## config.mk

```make
export PLATFORM = sky130hd
export DESIGN_NAME = cl_fsb
export DESIGN_NICKNAME = d
export VERILOG_FILES = /design/src/cl_fsb_pkg.sv /design/src/cl_fsb.sv /design/src/cl_loopback_fifo.sv /design/src/cl_id_regs.sv /design/src/cl_ocl_slave.sv /design/src/cl_rst_flr.sv
export VERILOG_INCLUDE_DIRS = /design/src
export SDC_FILE = /design/constraint.sdc
export NUM_CORES = 1
export LEC_CHECK = 0
export BUFFER_PORTS_ARGS = -buffer_cell sky130_fd_sc_hd__buf_2
export CELL_PAD_IN_SITES_DETAIL_PLACEMENT = 0
export CELL_PAD_IN_SITES_GLOBAL_PLACEMENT = 1
export CORE_UTILIZATION = 52
export CTS_CLUSTER_SIZE = 14
export DETAILED_ROUTE_END_ITERATION = 8
export GPL_TIMING_DRIVEN = 1
export PLACE_DENSITY_LB_ADDON = 0.1
export RECOVER_POWER = 50
export SYNTH_ARGS = -nofsm -noshare
export SYNTH_HDL_FRONTEND = slang
export SYNTH_HIERARCHICAL = 1
export SYNTH_SLANG_ARGS = --single-unit
```

## constraint.sdc

```tcl
create_clock -name clk_main_a0 -period 17.9 [get_ports clk_main_a0]
set_input_delay 5.37 -clock clk_main_a0 [delete_from_list [all_inputs] [get_ports clk_main_a0]]
set_output_delay 5.37 -clock clk_main_a0 [all_outputs]
set_load 0.05 [all_outputs]
```

## src/cl_fsb_defs.svh

```systemverilog
// shared constants for the cl_fsb register shell, include in any file that needs them
`ifndef CL_FSB_DEFS_SVH
`define CL_FSB_DEFS_SVH

// --------------------
// identification words
// --------------------
// read back from window 0 offsets 0x000 and 0x004
`define CL_SH_ID0 32'hC0DE_0F5B
`define CL_SH_ID1 32'h0001_0100

// --------------------
// reset and queue sizing
// --------------------
// register stages between sync_rst_n and the block reset
`define CL_RST_PIPE_STAGES 4

// loopback queue depth in 32-bit words
`define CL_LB_DEPTH 8

// --------------------
// address windows
// --------------------
// window number is address bits 13:12
`define CL_WIN_ID 2'd0
`define CL_WIN_LB 2'd1

// axi-lite response codes
`define CL_RESP_OKAY   2'b00
`define CL_RESP_SLVERR 2'b10

`endif
```

## src/cl_fsb_pkg.sv

```systemverilog
// types shared by the cl_fsb register shell, import into modules that use them
package cl_fsb_pkg;

  // --------------------
  // ocl bus fields
  // --------------------
  // byte address, one word
  typedef logic [31:0] ocl_addr_t;
  typedef logic [31:0] ocl_data_t;
  typedef logic [3:0]  ocl_strb_t;
  typedef logic [1:0]  ocl_resp_t;

  // address bits 13:12
  typedef logic [1:0]  ocl_win_t;

  // word index inside a window, address bits 11:2
  typedef logic [9:0]  reg_idx_t;

  // loopback occupancy, 0 up to the full depth
  typedef logic [3:0]  lb_count_t;

  // --------------------
  // slave fsm
  // --------------------
  typedef enum logic [1:0] {
    OCL_IDLE,
    OCL_WRESP,
    OCL_RDATA
  } ocl_state_e;

endpackage

```

## src/cl_fsb.sv

```systemverilog
// custom-logic shell top, ocl register access with reset staging and flr acknowledge
`timescale 1ns/10ps

module cl_fsb (
  input  logic                  clk_main_a0,
  input  logic                  sync_rst_n,
  input  logic                  flr_assert_i,
  output logic                  flr_done_o,
  input  logic                  ocl_awvalid_i,
  input  cl_fsb_pkg::ocl_addr_t ocl_awaddr_i,
  output logic                  ocl_awready_o,
  input  logic                  ocl_wvalid_i,
  input  cl_fsb_pkg::ocl_data_t ocl_wdata_i,
  input  cl_fsb_pkg::ocl_strb_t ocl_wstrb_i,
  output logic                  ocl_wready_o,
  output logic                  ocl_bvalid_o,
  output cl_fsb_pkg::ocl_resp_t ocl_bresp_o,
  input  logic                  ocl_bready_i,
  input  logic                  ocl_arvalid_i,
  input  cl_fsb_pkg::ocl_addr_t ocl_araddr_i,
  output logic                  ocl_arready_o,
  output logic                  ocl_rvalid_o,
  output cl_fsb_pkg::ocl_data_t ocl_rdata_o,
  output cl_fsb_pkg::ocl_resp_t ocl_rresp_o,
  input  logic                  ocl_rready_i
);

  import cl_fsb_pkg::*;

  logic      blk_rst_n;
  reg_idx_t  reg_idx;
  ocl_data_t reg_wdata;
  ocl_strb_t reg_wstrb;
  logic      id_wr;
  logic      id_rd;
  logic      lb_wr;
  logic      lb_rd;
  ocl_data_t id_rdata;
  ocl_data_t lb_rdata;
  logic      lb_err;

  // --------------------
  // reset and flr
  // --------------------
  cl_rst_flr u_rst_flr (
    .clk_main_a0  (clk_main_a0),
    .sync_rst_n   (sync_rst_n),
    .flr_assert_i (flr_assert_i),
    .blk_rst_n_o  (blk_rst_n),
    .flr_done_o   (flr_done_o)
  );

  // --------------------
  // ocl slave and windows
  // --------------------
  cl_ocl_slave u_ocl_slave (
    .clk_main_a0   (clk_main_a0),
    .blk_rst_n_i   (blk_rst_n),
    .ocl_awvalid_i (ocl_awvalid_i),
    .ocl_awaddr_i  (ocl_awaddr_i),
    .ocl_awready_o (ocl_awready_o),
    .ocl_wvalid_i  (ocl_wvalid_i),
    .ocl_wdata_i   (ocl_wdata_i),
    .ocl_wstrb_i   (ocl_wstrb_i),
    .ocl_wready_o  (ocl_wready_o),
    .ocl_bvalid_o  (ocl_bvalid_o),
    .ocl_bresp_o   (ocl_bresp_o),
    .ocl_bready_i  (ocl_bready_i),
    .ocl_arvalid_i (ocl_arvalid_i),
    .ocl_araddr_i  (ocl_araddr_i),
    .ocl_arready_o (ocl_arready_o),
    .ocl_rvalid_o  (ocl_rvalid_o),
    .ocl_rdata_o   (ocl_rdata_o),
    .ocl_rresp_o   (ocl_rresp_o),
    .ocl_rready_i  (ocl_rready_i),
    .reg_idx_o     (reg_idx),
    .reg_wdata_o   (reg_wdata),
    .reg_wstrb_o   (reg_wstrb),
    .id_wr_o       (id_wr),
    .id_rd_o       (id_rd),
    .lb_wr_o       (lb_wr),
    .lb_rd_o       (lb_rd),
    .id_rdata_i    (id_rdata),
    .lb_rdata_i    (lb_rdata),
    .lb_err_i      (lb_err)
  );

  // window 0
  cl_id_regs u_id_regs (
    .clk_main_a0 (clk_main_a0),
    .blk_rst_n_i (blk_rst_n),
    .reg_idx_i   (reg_idx),
    .reg_wdata_i (reg_wdata),
    .reg_wstrb_i (reg_wstrb),
    .wr_i        (id_wr),
    .rd_i        (id_rd),
    .rdata_o     (id_rdata)
  );

  // window 1
  cl_loopback_fifo u_loopback_fifo (
    .clk_main_a0 (clk_main_a0),
    .blk_rst_n_i (blk_rst_n),
    .reg_idx_i   (reg_idx),
    .reg_wdata_i (reg_wdata),
    .wr_i        (lb_wr),
    .rd_i        (lb_rd),
    .rdata_o     (lb_rdata),
    .err_o       (lb_err)
  );

endmodule

```

## src/cl_loopback_fifo.sv

```systemverilog
// window 1 loopback queue, words written at index 0 come back in order on later reads
`timescale 1ns/10ps
`include "cl_fsb_defs.svh"

module cl_loopback_fifo (
  input  logic                  clk_main_a0,
  input  logic                  blk_rst_n_i,
  input  cl_fsb_pkg::reg_idx_t  reg_idx_i,
  input  cl_fsb_pkg::ocl_data_t reg_wdata_i,
  input  logic                  wr_i,
  input  logic                  rd_i,
  output cl_fsb_pkg::ocl_data_t rdata_o,
  output logic                  err_o
);

  import cl_fsb_pkg::*;

  ocl_data_t                        mem [`CL_LB_DEPTH];
  logic [$clog2(`CL_LB_DEPTH)-1:0]  wr_ptr_q;
  logic [$clog2(`CL_LB_DEPTH)-1:0]  rd_ptr_q;
  lb_count_t                        count_q;
  logic                             is_data;
  logic                             is_count;
  logic                             full;
  logic                             empty;
  logic                             push;
  logic                             pop;

  // --------------------
  // access decode
  // --------------------
  assign is_data  = (reg_idx_i == 10'd0);
  assign is_count = (reg_idx_i == 10'd1);
  assign full     = (count_q == lb_count_t'(`CL_LB_DEPTH));
  assign empty    = (count_q == '0);

  assign push = wr_i && is_data && !full;
  assign pop  = rd_i && is_data && !empty;

  // overflow or underflow at the data index
  assign err_o = is_data && ((wr_i && full) || (rd_i && empty));

  // --------------------
  // storage
  // --------------------
  always_ff @(posedge clk_main_a0)
  begin
    if (push)
      mem[wr_ptr_q] <= reg_wdata_i;
  end

  // pointers wrap at the queue depth
  always_ff @(posedge clk_main_a0)
  begin
    if (!blk_rst_n_i)
    begin
      wr_ptr_q <= '0;
      rd_ptr_q <= '0;
      count_q  <= '0;
    end
    else
    begin
      if (push)
      begin
        if (wr_ptr_q == ($clog2(`CL_LB_DEPTH))'(`CL_LB_DEPTH - 1))
          wr_ptr_q <= '0;
        else
          wr_ptr_q <= wr_ptr_q + 1'b1;
        count_q <= count_q + 1'b1;
      end
      else if (pop)
      begin
        if (rd_ptr_q == ($clog2(`CL_LB_DEPTH))'(`CL_LB_DEPTH - 1))
          rd_ptr_q <= '0;
        else
          rd_ptr_q <= rd_ptr_q + 1'b1;
        count_q <= count_q - 1'b1;
      end
    end
  end

  // --------------------
  // read mux
  // --------------------
  // head word on a pop, zero when empty
  always_comb
  begin
    rdata_o = '0;
    if (pop)
      rdata_o = mem[rd_ptr_q];
    else if (rd_i && is_count)
      rdata_o = ocl_data_t'(count_q);
  end

  a_lb_count_max: assert property (@(posedge clk_main_a0) disable iff (!blk_rst_n_i)
    count_q <= lb_count_t'(`CL_LB_DEPTH));

endmodule

```

## src/cl_id_regs.sv

```systemverilog
// window 0 register block with the identification words and a byte-writable scratch word
`timescale 1ns/10ps
`include "cl_fsb_defs.svh"

module cl_id_regs (
  input  logic                  clk_main_a0,
  input  logic                  blk_rst_n_i,
  input  cl_fsb_pkg::reg_idx_t  reg_idx_i,
  input  cl_fsb_pkg::ocl_data_t reg_wdata_i,
  input  cl_fsb_pkg::ocl_strb_t reg_wstrb_i,
  input  logic                  wr_i,
  input  logic                  rd_i,
  output cl_fsb_pkg::ocl_data_t rdata_o
);

  import cl_fsb_pkg::*;

  ocl_data_t scratch_q;

  // --------------------
  // scratch write
  // --------------------
  // only index 2 is writable, id words are constants
  always_ff @(posedge clk_main_a0)
  begin
    if (!blk_rst_n_i)
      scratch_q <= '0;
    else if (wr_i && (reg_idx_i == 10'd2))
    begin
      for (int b = 0; b < 4; b++)
      begin
        if (reg_wstrb_i[b])
          scratch_q[8*b +: 8] <= reg_wdata_i[8*b +: 8];
      end
    end
  end

  // --------------------
  // read mux
  // --------------------
  always_comb
  begin
    rdata_o = '0;
    if (rd_i)
    begin
      case (reg_idx_i)
        10'd0:   rdata_o = `CL_SH_ID0;
        10'd1:   rdata_o = `CL_SH_ID1;
        10'd2:   rdata_o = scratch_q;
        default: rdata_o = '0;
      endcase
    end
  end

endmodule

```

## src/cl_ocl_slave.sv

```systemverilog
// ocl axi-lite slave, decodes the address window and drives the per-window access strobes
`timescale 1ns/10ps
`include "cl_fsb_defs.svh"

module cl_ocl_slave (
  input  logic                  clk_main_a0,
  input  logic                  blk_rst_n_i,
  // write address
  input  logic                  ocl_awvalid_i,
  input  cl_fsb_pkg::ocl_addr_t ocl_awaddr_i,
  output logic                  ocl_awready_o,
  // write data
  input  logic                  ocl_wvalid_i,
  input  cl_fsb_pkg::ocl_data_t ocl_wdata_i,
  input  cl_fsb_pkg::ocl_strb_t ocl_wstrb_i,
  output logic                  ocl_wready_o,
  // write response
  output logic                  ocl_bvalid_o,
  output cl_fsb_pkg::ocl_resp_t ocl_bresp_o,
  input  logic                  ocl_bready_i,
  // read address
  input  logic                  ocl_arvalid_i,
  input  cl_fsb_pkg::ocl_addr_t ocl_araddr_i,
  output logic                  ocl_arready_o,
  // read data
  output logic                  ocl_rvalid_o,
  output cl_fsb_pkg::ocl_data_t ocl_rdata_o,
  output cl_fsb_pkg::ocl_resp_t ocl_rresp_o,
  input  logic                  ocl_rready_i,
  // window access
  output cl_fsb_pkg::reg_idx_t  reg_idx_o,
  output cl_fsb_pkg::ocl_data_t reg_wdata_o,
  output cl_fsb_pkg::ocl_strb_t reg_wstrb_o,
  output logic                  id_wr_o,
  output logic                  id_rd_o,
  output logic                  lb_wr_o,
  output logic                  lb_rd_o,
  input  cl_fsb_pkg::ocl_data_t id_rdata_i,
  input  cl_fsb_pkg::ocl_data_t lb_rdata_i,
  input  logic                  lb_err_i
);

  import cl_fsb_pkg::*;

  ocl_state_e state_q;
  ocl_win_t   win;
  logic       wr_acc;
  logic       rd_acc;
  ocl_data_t  sel_rdata;
  ocl_resp_t  sel_resp;
  ocl_data_t  rdata_q;
  ocl_resp_t  resp_q;

  // --------------------
  // accept and decode
  // --------------------
  // write wins when both channels are pending
  assign wr_acc = (state_q == OCL_IDLE) && ocl_awvalid_i && ocl_wvalid_i;
  assign rd_acc = (state_q == OCL_IDLE) && ocl_arvalid_i && !wr_acc;

  assign ocl_awready_o = wr_acc;
  assign ocl_wready_o  = wr_acc;
  assign ocl_arready_o = rd_acc;

  assign win         = wr_acc ? ocl_awaddr_i[13:12] : ocl_araddr_i[13:12];
  assign reg_idx_o   = wr_acc ? ocl_awaddr_i[11:2] : ocl_araddr_i[11:2];
  assign reg_wdata_o = ocl_wdata_i;
  assign reg_wstrb_o = ocl_wstrb_i;

  // strobes only for the two live windows
  assign id_wr_o = wr_acc && (win == `CL_WIN_ID);
  assign lb_wr_o = wr_acc && (win == `CL_WIN_LB);
  assign id_rd_o = rd_acc && (win == `CL_WIN_ID);
  assign lb_rd_o = rd_acc && (win == `CL_WIN_LB);

  // response mux, dma and stream windows answer slverr
  always_comb
  begin
    sel_rdata = '0;
    sel_resp  = `CL_RESP_SLVERR;
    case (win)
      `CL_WIN_ID:
      begin
        sel_rdata = id_rdata_i;
        sel_resp  = `CL_RESP_OKAY;
      end
      `CL_WIN_LB:
      begin
        sel_rdata = lb_rdata_i;
        sel_resp  = lb_err_i ? `CL_RESP_SLVERR : `CL_RESP_OKAY;
      end
      default:
      begin
        sel_rdata = '0;
        sel_resp  = `CL_RESP_SLVERR;
      end
    endcase
  end

  // --------------------
  // fsm
  // --------------------
  always_ff @(posedge clk_main_a0)
  begin
    if (!blk_rst_n_i)
      state_q <= OCL_IDLE;
    else
    begin
      case (state_q)
        OCL_IDLE:
        begin
          if (wr_acc)
            state_q <= OCL_WRESP;
          else if (rd_acc)
            state_q <= OCL_RDATA;
        end
        OCL_WRESP:
        begin
          if (ocl_bready_i)
            state_q <= OCL_IDLE;
        end
        OCL_RDATA:
        begin
          if (ocl_rready_i)
            state_q <= OCL_IDLE;
        end
        default:
          state_q <= OCL_IDLE;
      endcase
    end
  end

  // response payload, captured on the accept edge
  always_ff @(posedge clk_main_a0)
  begin
    if (wr_acc || rd_acc)
      resp_q <= sel_resp;
    if (rd_acc)
      rdata_q <= sel_rdata;
  end

  assign ocl_bvalid_o = (state_q == OCL_WRESP);
  assign ocl_rvalid_o = (state_q == OCL_RDATA);
  assign ocl_bresp_o  = resp_q;
  assign ocl_rresp_o  = resp_q;
  assign ocl_rdata_o  = rdata_q;

  // one outstanding transaction at a time
  a_one_resp: assert property (@(posedge clk_main_a0) disable iff (!blk_rst_n_i)
    !(ocl_bvalid_o && ocl_rvalid_o));

  // held responses keep their payload under back-pressure
  a_b_stable: assert property (@(posedge clk_main_a0) disable iff (!blk_rst_n_i)
    (ocl_bvalid_o && !ocl_bready_i) |=> (ocl_bvalid_o && $stable(ocl_bresp_o)));

  a_r_stable: assert property (@(posedge clk_main_a0) disable iff (!blk_rst_n_i)
    (ocl_rvalid_o && !ocl_rready_i)
      |=> (ocl_rvalid_o && $stable(ocl_rdata_o) && $stable(ocl_rresp_o)));

endmodule

```

## src/cl_rst_flr.sv

```systemverilog
// staged block reset release and function-level-reset acknowledge for the shell top
`timescale 1ns/10ps
`include "cl_fsb_defs.svh"

module cl_rst_flr (
  input  logic clk_main_a0,
  input  logic sync_rst_n,
  input  logic flr_assert_i,
  output logic blk_rst_n_o,
  output logic flr_done_o
);

  logic [`CL_RST_PIPE_STAGES-1:0] rst_pipe_q;
  logic                           flr_assert_q;

  // --------------------
  // reset pipe
  // --------------------
  // clears at once, fills with ones after sync_rst_n goes high
  always_ff @(posedge clk_main_a0)
  begin
    if (!sync_rst_n)
      rst_pipe_q <= '0;
    else
      rst_pipe_q <= {rst_pipe_q[`CL_RST_PIPE_STAGES-2:0], 1'b1};
  end

  assign blk_rst_n_o = rst_pipe_q[`CL_RST_PIPE_STAGES-1];

  // --------------------
  // flr response
  // --------------------
  // done toggles every cycle while the assert is held
  always_ff @(posedge clk_main_a0)
  begin
    if (!sync_rst_n)
    begin
      flr_assert_q <= 1'b0;
      flr_done_o   <= 1'b0;
    end
    else
    begin
      flr_assert_q <= flr_assert_i;
      flr_done_o   <= flr_assert_q && !flr_done_o;
    end
  end

  // no done pulse once the assert has been gone for two cycles
  a_flr_done_idle: assert property (@(posedge clk_main_a0) disable iff (!sync_rst_n)
    (!flr_assert_q && $past(!flr_assert_q)) |-> !flr_done_o);

endmodule

```

==> impl_results.md, run 1 <==
- Status: finished, violations left
- Failing checks: capacitance limit, slew limit
- GRT Residual Overflow: 0
- Setup Skew: 0.0157 ns
- Mean Syn Cell Area: 14.7 sq um
- Worst-Margin Slew: 3.01 ns
- Starting Density: 0.533
- CP max-delay cell: nor2_1
- R2R depth: 12
- Fin crit period: 14.09 ns
- Filler cell count: 2280
- Routed wire length per instance: ~23 um
- Crit Path Max Fanout: 34
- Asr flop ratio synth: 0
- Iter 0 DRT Violations: 710
- Skew-Pair Late Insertion Delay: 0.53 ns
- Total of max-cap violations: 2
- Synthesized cell area: 15400 sq um
- Synth top area share: 0.564
- CTS resizes: 0
- Switching part of the total: 0.215
- Post-DP HPWL: 19900 um
- Period utilization: 0.787
- Library cells used by synthesis: 57
- IO Count: 150
- Core area: ~29000 sq um
- Worst setup EP type: primary output
- EDFF count, synth: between 200 and 300
- Psw: 365 uW
- Clk buf depth: 3
- Reg power frac: 0.511
- Reg-to-Reg End: u_loopback_fifo/count_q[3]
- Post-cts hold buffer count: 0
- Min-delay src: u_rst_flr/rst_pipe_q[0]
- DP Area: around 16000 sq um
- Final Util: 0.590
- Max Slew Vio Count: 85
- N_diodes: 0
- Layout cell share with drive strength beyond 1: 0.197
- Hold Path End: u_rst_flr/rst_pipe_q[1]
- Pwr per Cell Area: ~100 nW/um^2
- Comb power frac: 0.040
- RSZ-0062 raised after global routing: false
- CTS H-tree lvls: 2
- LEAKAGE: between 0.005 and 0.006 uW
- Bufs and invs on worst path: 2
- Number of port buffers: about 110
- Vias in the first global route: about 8800
- Largest net degree at the start of global routing: 68
- Final net count: ~1200
- Max Fclk: 71.0 MHz
- Hold Vio Cnt, Final: 0
- Dominant cells by area after synthesis: edfxtp_1 (56%), mux4_2 (9.4%), dfxtp_1 (6.9%)
- Post-synth top cells: edfxtp_1 (289), mux4_2 (64), a21oi_1 (54), dfxtp_1 (53), buf_4 (40)
- Worst hold stages: 1
- Critical Path RT: roughly 13 ns
- Syn Inst Count: 1048
- First-pass GRT wire length: approximately 54000 um
- Area grow syn2layout: 10.7%
- VDD IR max: 0.0789 mV
- CP Cell Sequence: buf_2, or3b_2, nor2_1, buf_2
- Placer Congestion: 0.751
- Setup violations, final: 0
- Clock Power Share: 0.449
- Synth area leader: edfxtp_1
- Post-route ant nets: 0
- Clock tree root driver cell: clkbuf_16
- Post-CTS setup buffers: 0
- Synth Register Bits: 342
- Final Instance Area: 17000 sq um
- Pre-antenna DRT Iters: 5
- WL final: between 30000 and 40000 um
- WS Path Type: in2out
- CP arrival: 8.72 ns
- Reg-to-reg startpoint: u_ocl_slave/state_q[1]
- Vias/cell: 5.99
- Total GRT Usage: 0.239
- Die Ht: approximately 170 um
- Most used cell, CP: buf_2
- Element type at the critical path start: input port
- Setup TNS: 0 ns
- Worst path max stage delay: 2.22 ns
- Count leader, synth: edfxtp_1
- Delay-heaviest family, CP: simple AND/OR/NAND/NOR gates
- Hold Path Class: reg2reg
- Cell-internal power: 1330 uW
- Worst relative slew slack: -1.01
- # DRC: 0
- Sequential share of the synthesized area: 0.633
- CTS Buf Count: 37
- Die ar.: ~30000 sq um
- Sinks on the clock net: 342
- Reg clk slew, reported paths: 0.05 ns
- Routed vias: about 9000
- CTS tree: yes
- Initial antenna violation count: 0
- R2R Setup Slk: 12.15 ns
- Warnings from Yosys: 6
- Die Span X: approximately 170 um
- Row count: 62
- Top_reg_cell synth: edfxtp_1
-- sequential cells by signal, indices dropped and copies added, names as in the netlist, named ones only --
| register | count |
|---|---|
| u_ocl_slave/state_q | 2 |
| u_loopback_fifo/mem | 256 |
| u_ocl_slave/ocl_rdata_o | 32 |
| u_loopback_fifo/wr_ptr_q | 3 |
| u_ocl_slave/ocl_bresp_o | 1 |
| u_loopback_fifo/count_q | 4 |
| u_rst_flr/flr_done_o | 1 |
| u_rst_flr/rst_pipe_q | 4 |
| u_id_regs/scratch_q | 32 |
| u_loopback_fifo/rd_ptr_q | 3 |
| u_rst_flr/flr_assert_q | 1 |
-- final cells by class --
cell class / instances / area [sq um] / area share
tap: 384 / 480 / 0.0282
multi-input combinational: 567 / 4890 / 0.287
sequential: 342 / 9750 / 0.573
clock buffer: 50 / 1030 / 0.0608
inverter: 21 / 80.1 / 0.00470
timing repair buffer: 127 / 598 / 0.0351
clock inverter: 18 / 191 / 0.0112
-- cell usage in the layout (no fill, tap or decap), drive strengths merged, types with 35 or more instances in the layout --
| master | instances |
|---|---|
| nor2 | 35 |
| mux2i | 36 |
| edfxtp | 289 |
| a21o | 35 |
| nand2 | 36 |
| clkbuf | 120 |
| buf | 57 |
| dfxtp | 53 |
| mux4 | 64 |
| a21oi | 54 |
-- power groups by stage --
stage | registers (uW) | clock network (uW) | logic, uW
finish | 868 | 763 | 68.1
detailed placement | 885 | 0 | 70.5
global route | 868 | 808 | 72.9
CTS | 868 | 778 | 70.6
global placement | 885 | 0 | 69.5
floorplan | 897 | 0 | 43.4
-- worst register-to-register path, cell delays in order, from the launching register on --
cell and delay, ns:
dfxtp_1 0.37, nor2_2 0.06, nand2_2 0.10, clkinvlp_2 1.42, mux2_1 0.98, or4_4 0.54, nor3_1 0.30, nand4b_1 0.57
ha_1 0.52, a21o_1 0.19, a21o_1 0.18, a22oi_1 0.22, mux2i_1 0.21
-- cell families after synthesis --
| logic type | synth area share |
|---|---|
| compound gates | 0.0704 |
| flops | 0.633 |
| simple gates | 0.110 |
| xor+xnor | 0.000570 |
| other cells | 0.000244 |
| buf+inv | 0.0521 |
| fa+ha+maj | 0.00618 |
| mux | 0.127 |
-- routing by layer --
layer,global-route usage,vias up,part of all wire
li1,-,4140,-
met3,0.0354,46,0.052
met2,0.372,249,0.45
met5,0,-,0
met4,0.0607,0,0.018
met1,0.354,4611,0.48
-- worst max-delay path by stage --
stage / start / to / slack (ns) / cells after the start
6_report: ocl_arvalid_i / ocl_arready_o / 3.81 / 4
5_1_grt: ocl_arvalid_i / ocl_arready_o / 3.48 / 4
4_1_cts: ocl_arvalid_i / ocl_arready_o / 5.33 / 4
3_5_place_dp: ocl_arvalid_i / ocl_arready_o / 5.34 / 4
3_3_place_gp: ocl_arvalid_i / ocl_arready_o / 5.35 / 4
2_1_floorplan: ocl_arvalid_i / ocl_arready_o / 4.68 / 2
-- stage by stage --
step / hold WS [ns] / worst slack [ns] / power, uW / instances
global placement: 0.429 / 5.35 / 954 / 1441
detailed placement: 0.432 / 5.34 / 955 / 1441
finish: 0.447 / 3.81 / 1700 / 1509
global route: 0.465 / 3.48 / 1750 / 1509
floorplan: 0.420 / 4.68 / 940 / 1049
CTS: 0.452 / 5.33 / 1720 / 1509
(Power assumes the default switching activity.)
==> inputs of run 2 (changes only) <==
--- a/config.mk
+++ b/config.mk
@@ -6,10 +6,11 @@
 export SDC_FILE = /design/constraint.sdc
 export NUM_CORES = 1
 export LEC_CHECK = 0
+export ABC_AREA = 1
 export BUFFER_PORTS_ARGS = -buffer_cell sky130_fd_sc_hd__buf_2
 export CELL_PAD_IN_SITES_DETAIL_PLACEMENT = 0
 export CELL_PAD_IN_SITES_GLOBAL_PLACEMENT = 1
-export CORE_UTILIZATION = 52
+export CORE_UTILIZATION = 47
 export CTS_CLUSTER_SIZE = 14
 export DETAILED_ROUTE_END_ITERATION = 8
 export GPL_TIMING_DRIVEN = 1
==> constraint.sdc (replaced) <==
create_clock -name clk_main_a0 -period 13.55 [get_ports clk_main_a0]
set_input_delay 4.065 -clock clk_main_a0 [delete_from_list [all_inputs] [get_ports clk_main_a0]]
set_output_delay 4.065 -clock clk_main_a0 [all_outputs]
set_load 0.05 [all_outputs]
==> run 2 against run 1 <==
Net effect:
- the flow still finishes with violations (capacitance limit, slew limit)
- combinational power grew 30%
- sequential power is 32% higher
- setup slack improved by 0.30 ns
- sequential cell count unchanged
- sequential share of layout area is 1.1 points higher
- non-clock buffer count increased by 5
- hold slack got worse by 0.033 ns
- register-to-register slack got worse by 2.8 ns
- routed wire length rose by 8.3%
- first-iteration DRC count is 15% lower
- synthesized cell count up 32%
- critical endpoint is now ocl_awready_o
- largest cell class unchanged
==> impl_results.md, run 2 <==
- Dominant cells by area after synthesis: edfxtp_1 (57%), dfxtp_1 (7.0%), nor2_1 (5.5%) (was edfxtp_1 (56%), mux4_2 (9.4%), dfxtp_1 (6.9%))
- Synth area leader: edfxtp_1 (unchanged)
- R2R depth: 13 (was 12)
- Period utilization: 0.696
- Vias/cell: 5.43 (was 5.99)
- Total GRT Usage: 0.234 (was 0.239)
- Final net count: 1545 (was 1211)
- First-pass GRT wire length: 58000 um (was 54200 um)
- Filler cell count: 2858 (was 2280)
- Warnings from Yosys: 6 (unchanged)
- Post-cts hold buffer count: 0 (unchanged)
- Clock Power Share: 0.431 (was 0.449)
- Pre-CTS setup slack: 4.36 ns (was 5.34 ns)
- Iter 0 DRT Violations: 604 (was 710)
- Critical path launch point: ocl_wvalid_i (was ocl_arvalid_i)
- Core area: 31700 sq um (was 28900 sq um)
- Failing checks: capacitance limit, slew limit (unchanged)
- Crit Path Max Fanout: 17 (was 34)
- Reg-to-reg startpoint: u_ocl_slave/state_q[1] (unchanged)
- Post-route ant nets: 0 (unchanged)
- Reg power frac: 0.529 (was 0.511)
- Mean Syn Cell Area: 11.0 sq um (was 14.7 sq um)
- Top reg by flops: u_loopback_fifo/mem (unchanged)
- Number of port buffers: 107 (unchanged)
- Placer Congestion: 0.746 (was 0.751)
- Post-CTS setup buffers: 0 (unchanged)
- LEAKAGE: 0.00612 uW (was 0.00507 uW)
- Hold Path End: u_rst_flr/flr_done_o (was u_rst_flr/rst_pipe_q[1])
- CP arrival: 5.37 ns (was 8.72 ns)
- EDFF count, synth: 289 (unchanged)
- Sequential share of the synthesized area: 0.641 (was 0.633)
- Max Slew Vio Count: 33 (was 85)
- R2R Setup Slk: 9.38 ns (was 12.15 ns)
- Max Fclk: 106 MHz
- WS Path Type: in2out (unchanged)
- # DRC: 0 (unchanged)
- Most frequent cells in the layout: edfxtp_1 (289), nor2_1 (222), nand2_1 (220) (was edfxtp_1 (289), clkbuf_1 (77), mux4_2 (64))
- Setup violations, final: 0 (unchanged)
- CTS Buf Count: 37 (unchanged)
- Switching part of the total: 0.219 (was 0.215)
- CTS H-tree lvls: 2 (unchanged)
- Pwr per Cell Area: 130 nW/um^2 (was 99.8 nW/um^2)
- Reg clk slew, reported paths: 0.06 ns (was 0.05 ns)
- Total power: 2170 uW (was 1700 uW)
- Synthesized cell area: 15200 sq um (was 15400 sq um)
- Fin crit period: 9.44 ns
- Routed vias: 10103 (was 9046)
- Bufs and invs on worst path: 4 (was 2)
- Layout cell share with drive strength beyond 1: 0.144 (was 0.197)
- Clock tree root driver cell: clkbuf_16 (unchanged)
- Count leader, synth: edfxtp_1 (unchanged)
- Row count: 65 (was 62)
- Starting Density: 0.479 (was 0.533)
- Commonest non-fill, non-tap cell in the layout: edfxtp_1 (unchanged)
- Max FFs per register: 256 (unchanged)
- Initial antenna violation count: 1 (was 0)
- Library cells used by synthesis: 38 (was 57)
- Hold Path Class: reg2reg (unchanged)
- Post-synth top cells: edfxtp_1 (289), nor2_1 (221), nand2_1 (220), a21oi_1 (106), o21ai_0 (78) (was edfxtp_1 (289), mux4_2 (64), a21oi_1 (54), dfxtp_1 (53), buf_4 (40))
- Asr flop ratio synth: 0 (unchanged)
- RSZ-0062 raised after global routing: false (unchanged)
- Worst hold stages: 1 (unchanged)
- Setup Skew: 0.0145 ns (was 0.0157 ns)
- Hold Vio Cnt, Final: 0 (unchanged)
- CTS resizes: 0 (unchanged)
- Comb power frac: 0.041 (was 0.040)
- Synth top area share: 0.571 (was 0.564)
- IO Count: 150 (unchanged)
- Die ar.: 33100 sq um (was 30300 sq um)
- Routed wire length per instance: 20.5 um (was 23.4 um)
- Hold WS: 0.415 ns (was 0.447 ns)
- Sinks on the clock net: 342 (unchanged)
- Synth Register Bits: 342 (unchanged)
- Cell-internal power: 1700 uW (was 1330 uW)
- Delay-heaviest family, CP: buffers and inverters (was simple AND/OR/NAND/NOR gates)
- VDD IR max: 0.0859 mV (was 0.0789 mV)
- Top_reg_cell synth: edfxtp_1 (unchanged)
- GRT Residual Overflow: 0 (unchanged)
- Element type at the critical path start: input port (unchanged)
- Critical Path RT: 9.48 ns (was 12.53 ns)
- Total of max-cap violations: 1 (was 2)
- Setup TNS: 0 ns (unchanged)
- CP Cell Sequence: buf_2, nand2_1, inv_1, nand2_1, inv_1, buf_2 (was buf_2, or3b_2, nor2_1, buf_2)
- Worst path max stage delay: 0.39 ns (was 2.22 ns)
- Min-delay src: u_rst_flr/flr_done_o (was u_rst_flr/rst_pipe_q[0])
- CP max-delay cell: inv_1 (was nor2_1)
- Status: finished, violations left (unchanged)
- Syn Inst Count: 1380 (was 1048)
- Die Ht: 182 um (was 174 um)
- Psw: 476 uW (was 365 uW)
- Vias in the first global route: 9874 (was 8817)
- Worst relative slew slack: -0.563 (was -1.01)
- Worst-Margin Slew: 2.35 ns (was 3.01 ns)
- Die Span X: 182 um (was 174 um)
- Area grow syn2layout: 9.85% (was 10.7%)
- Skew-Pair Late Insertion Delay: 0.53 ns (about the same)
- Clk buf depth: 3 (unchanged)
- CTS tree: yes (unchanged)
- Largest net degree at the start of global routing: 71 (was 68)
- Pre-antenna DRT Iters: 5 (unchanged)
- WL final: 38200 um (was 35300 um)
- Post-DP HPWL: 20500 um (was 19900 um)
- Worst setup EP type: primary output (unchanged)
- Reg-to-Reg End: u_loopback_fifo/mem[4][26] (was u_loopback_fifo/count_q[3])
- Worst setup margin: 4.11 ns (was 3.81 ns)
-- run 2: final cells by class --
type / instances / area (sq um) / area share
clock inverter: 12 / 76.3 / 0.00457
timing repair buffer: 132 / 632 / 0.0379
tap: 402 / 503 / 0.0301
clock buffer: 55 / 1040 / 0.0625
sequential: 342 / 9750 / 0.584
multi-input combinational: 853 / 4450 / 0.266
inverter: 64 / 241 / 0.0145
antenna: 1 / 2.50 / 0.000150
-- run 2: worst reg2reg max path, delay by kind of cell (launching register included) --
| family | cells | cell delay (ns) |
|---|---|---|
| DFF | 1 | 0.39 |
| buffers and inverters | 2 | 0.89 |
| and+or+nand+nor | 11 | 2.49 |
-- run 2: power by group through the flow --
stage | combinational [uW] | clock [uW] | sequential (uW)
after floorplan | 52.6 | 0 | 1190
after CTS | 93.4 | 952 | 1150
final | 88.6 | 936 | 1150
after global placement | 92.4 | 0 | 1170
after detailed placement | 93.1 | 0 | 1170
after global routing | 95.9 | 994 | 1150
-- run 2: metrics by stage --
stage	instances	cell area (sq um)	utilization
2_1_floorplan	1381	15200	-
3_3_place_gp	1793	15700	0.494
3_5_place_dp	1793	15700	0.494
4_1_cts	1860	16800	0.530
5_1_grt	1861	16700	0.526
6_report	1861	16700	0.526
-- run 2: cell families after synthesis --
group / count (synthesis) / synth area share
adders and majority gates: 7 / 0.00626
DFF: 342 / 0.641
other: 1 / 0.000247
and+or+nand+nor: 587 / 0.176
xor gates and xnor gates: 1 / 0.000577
AOI/OAI and AO/OA: 256 / 0.107
buffers and inverters: 186 / 0.0688
-- run 2: layer usage --
layer  wire length [um]  track usage  part of all wire
met5                  0            0                 0
met4                826       0.0685             0.022
met3               1820       0.0283             0.048
met2              18300        0.400              0.48
met1              17300        0.314              0.45
-- run 2: worst max path at each step --
stage                    end  slack (ns)  cells past startpoint
3_5_place_dp   ocl_awready_o        4.36                      6
4_1_cts        ocl_awready_o        4.36                      6
2_1_floorplan  ocl_arready_o        4.26                      3
5_1_grt        ocl_awready_o        3.87                      6
3_3_place_gp    ocl_wready_o        4.36                      6
6_report       ocl_awready_o        4.11                      6
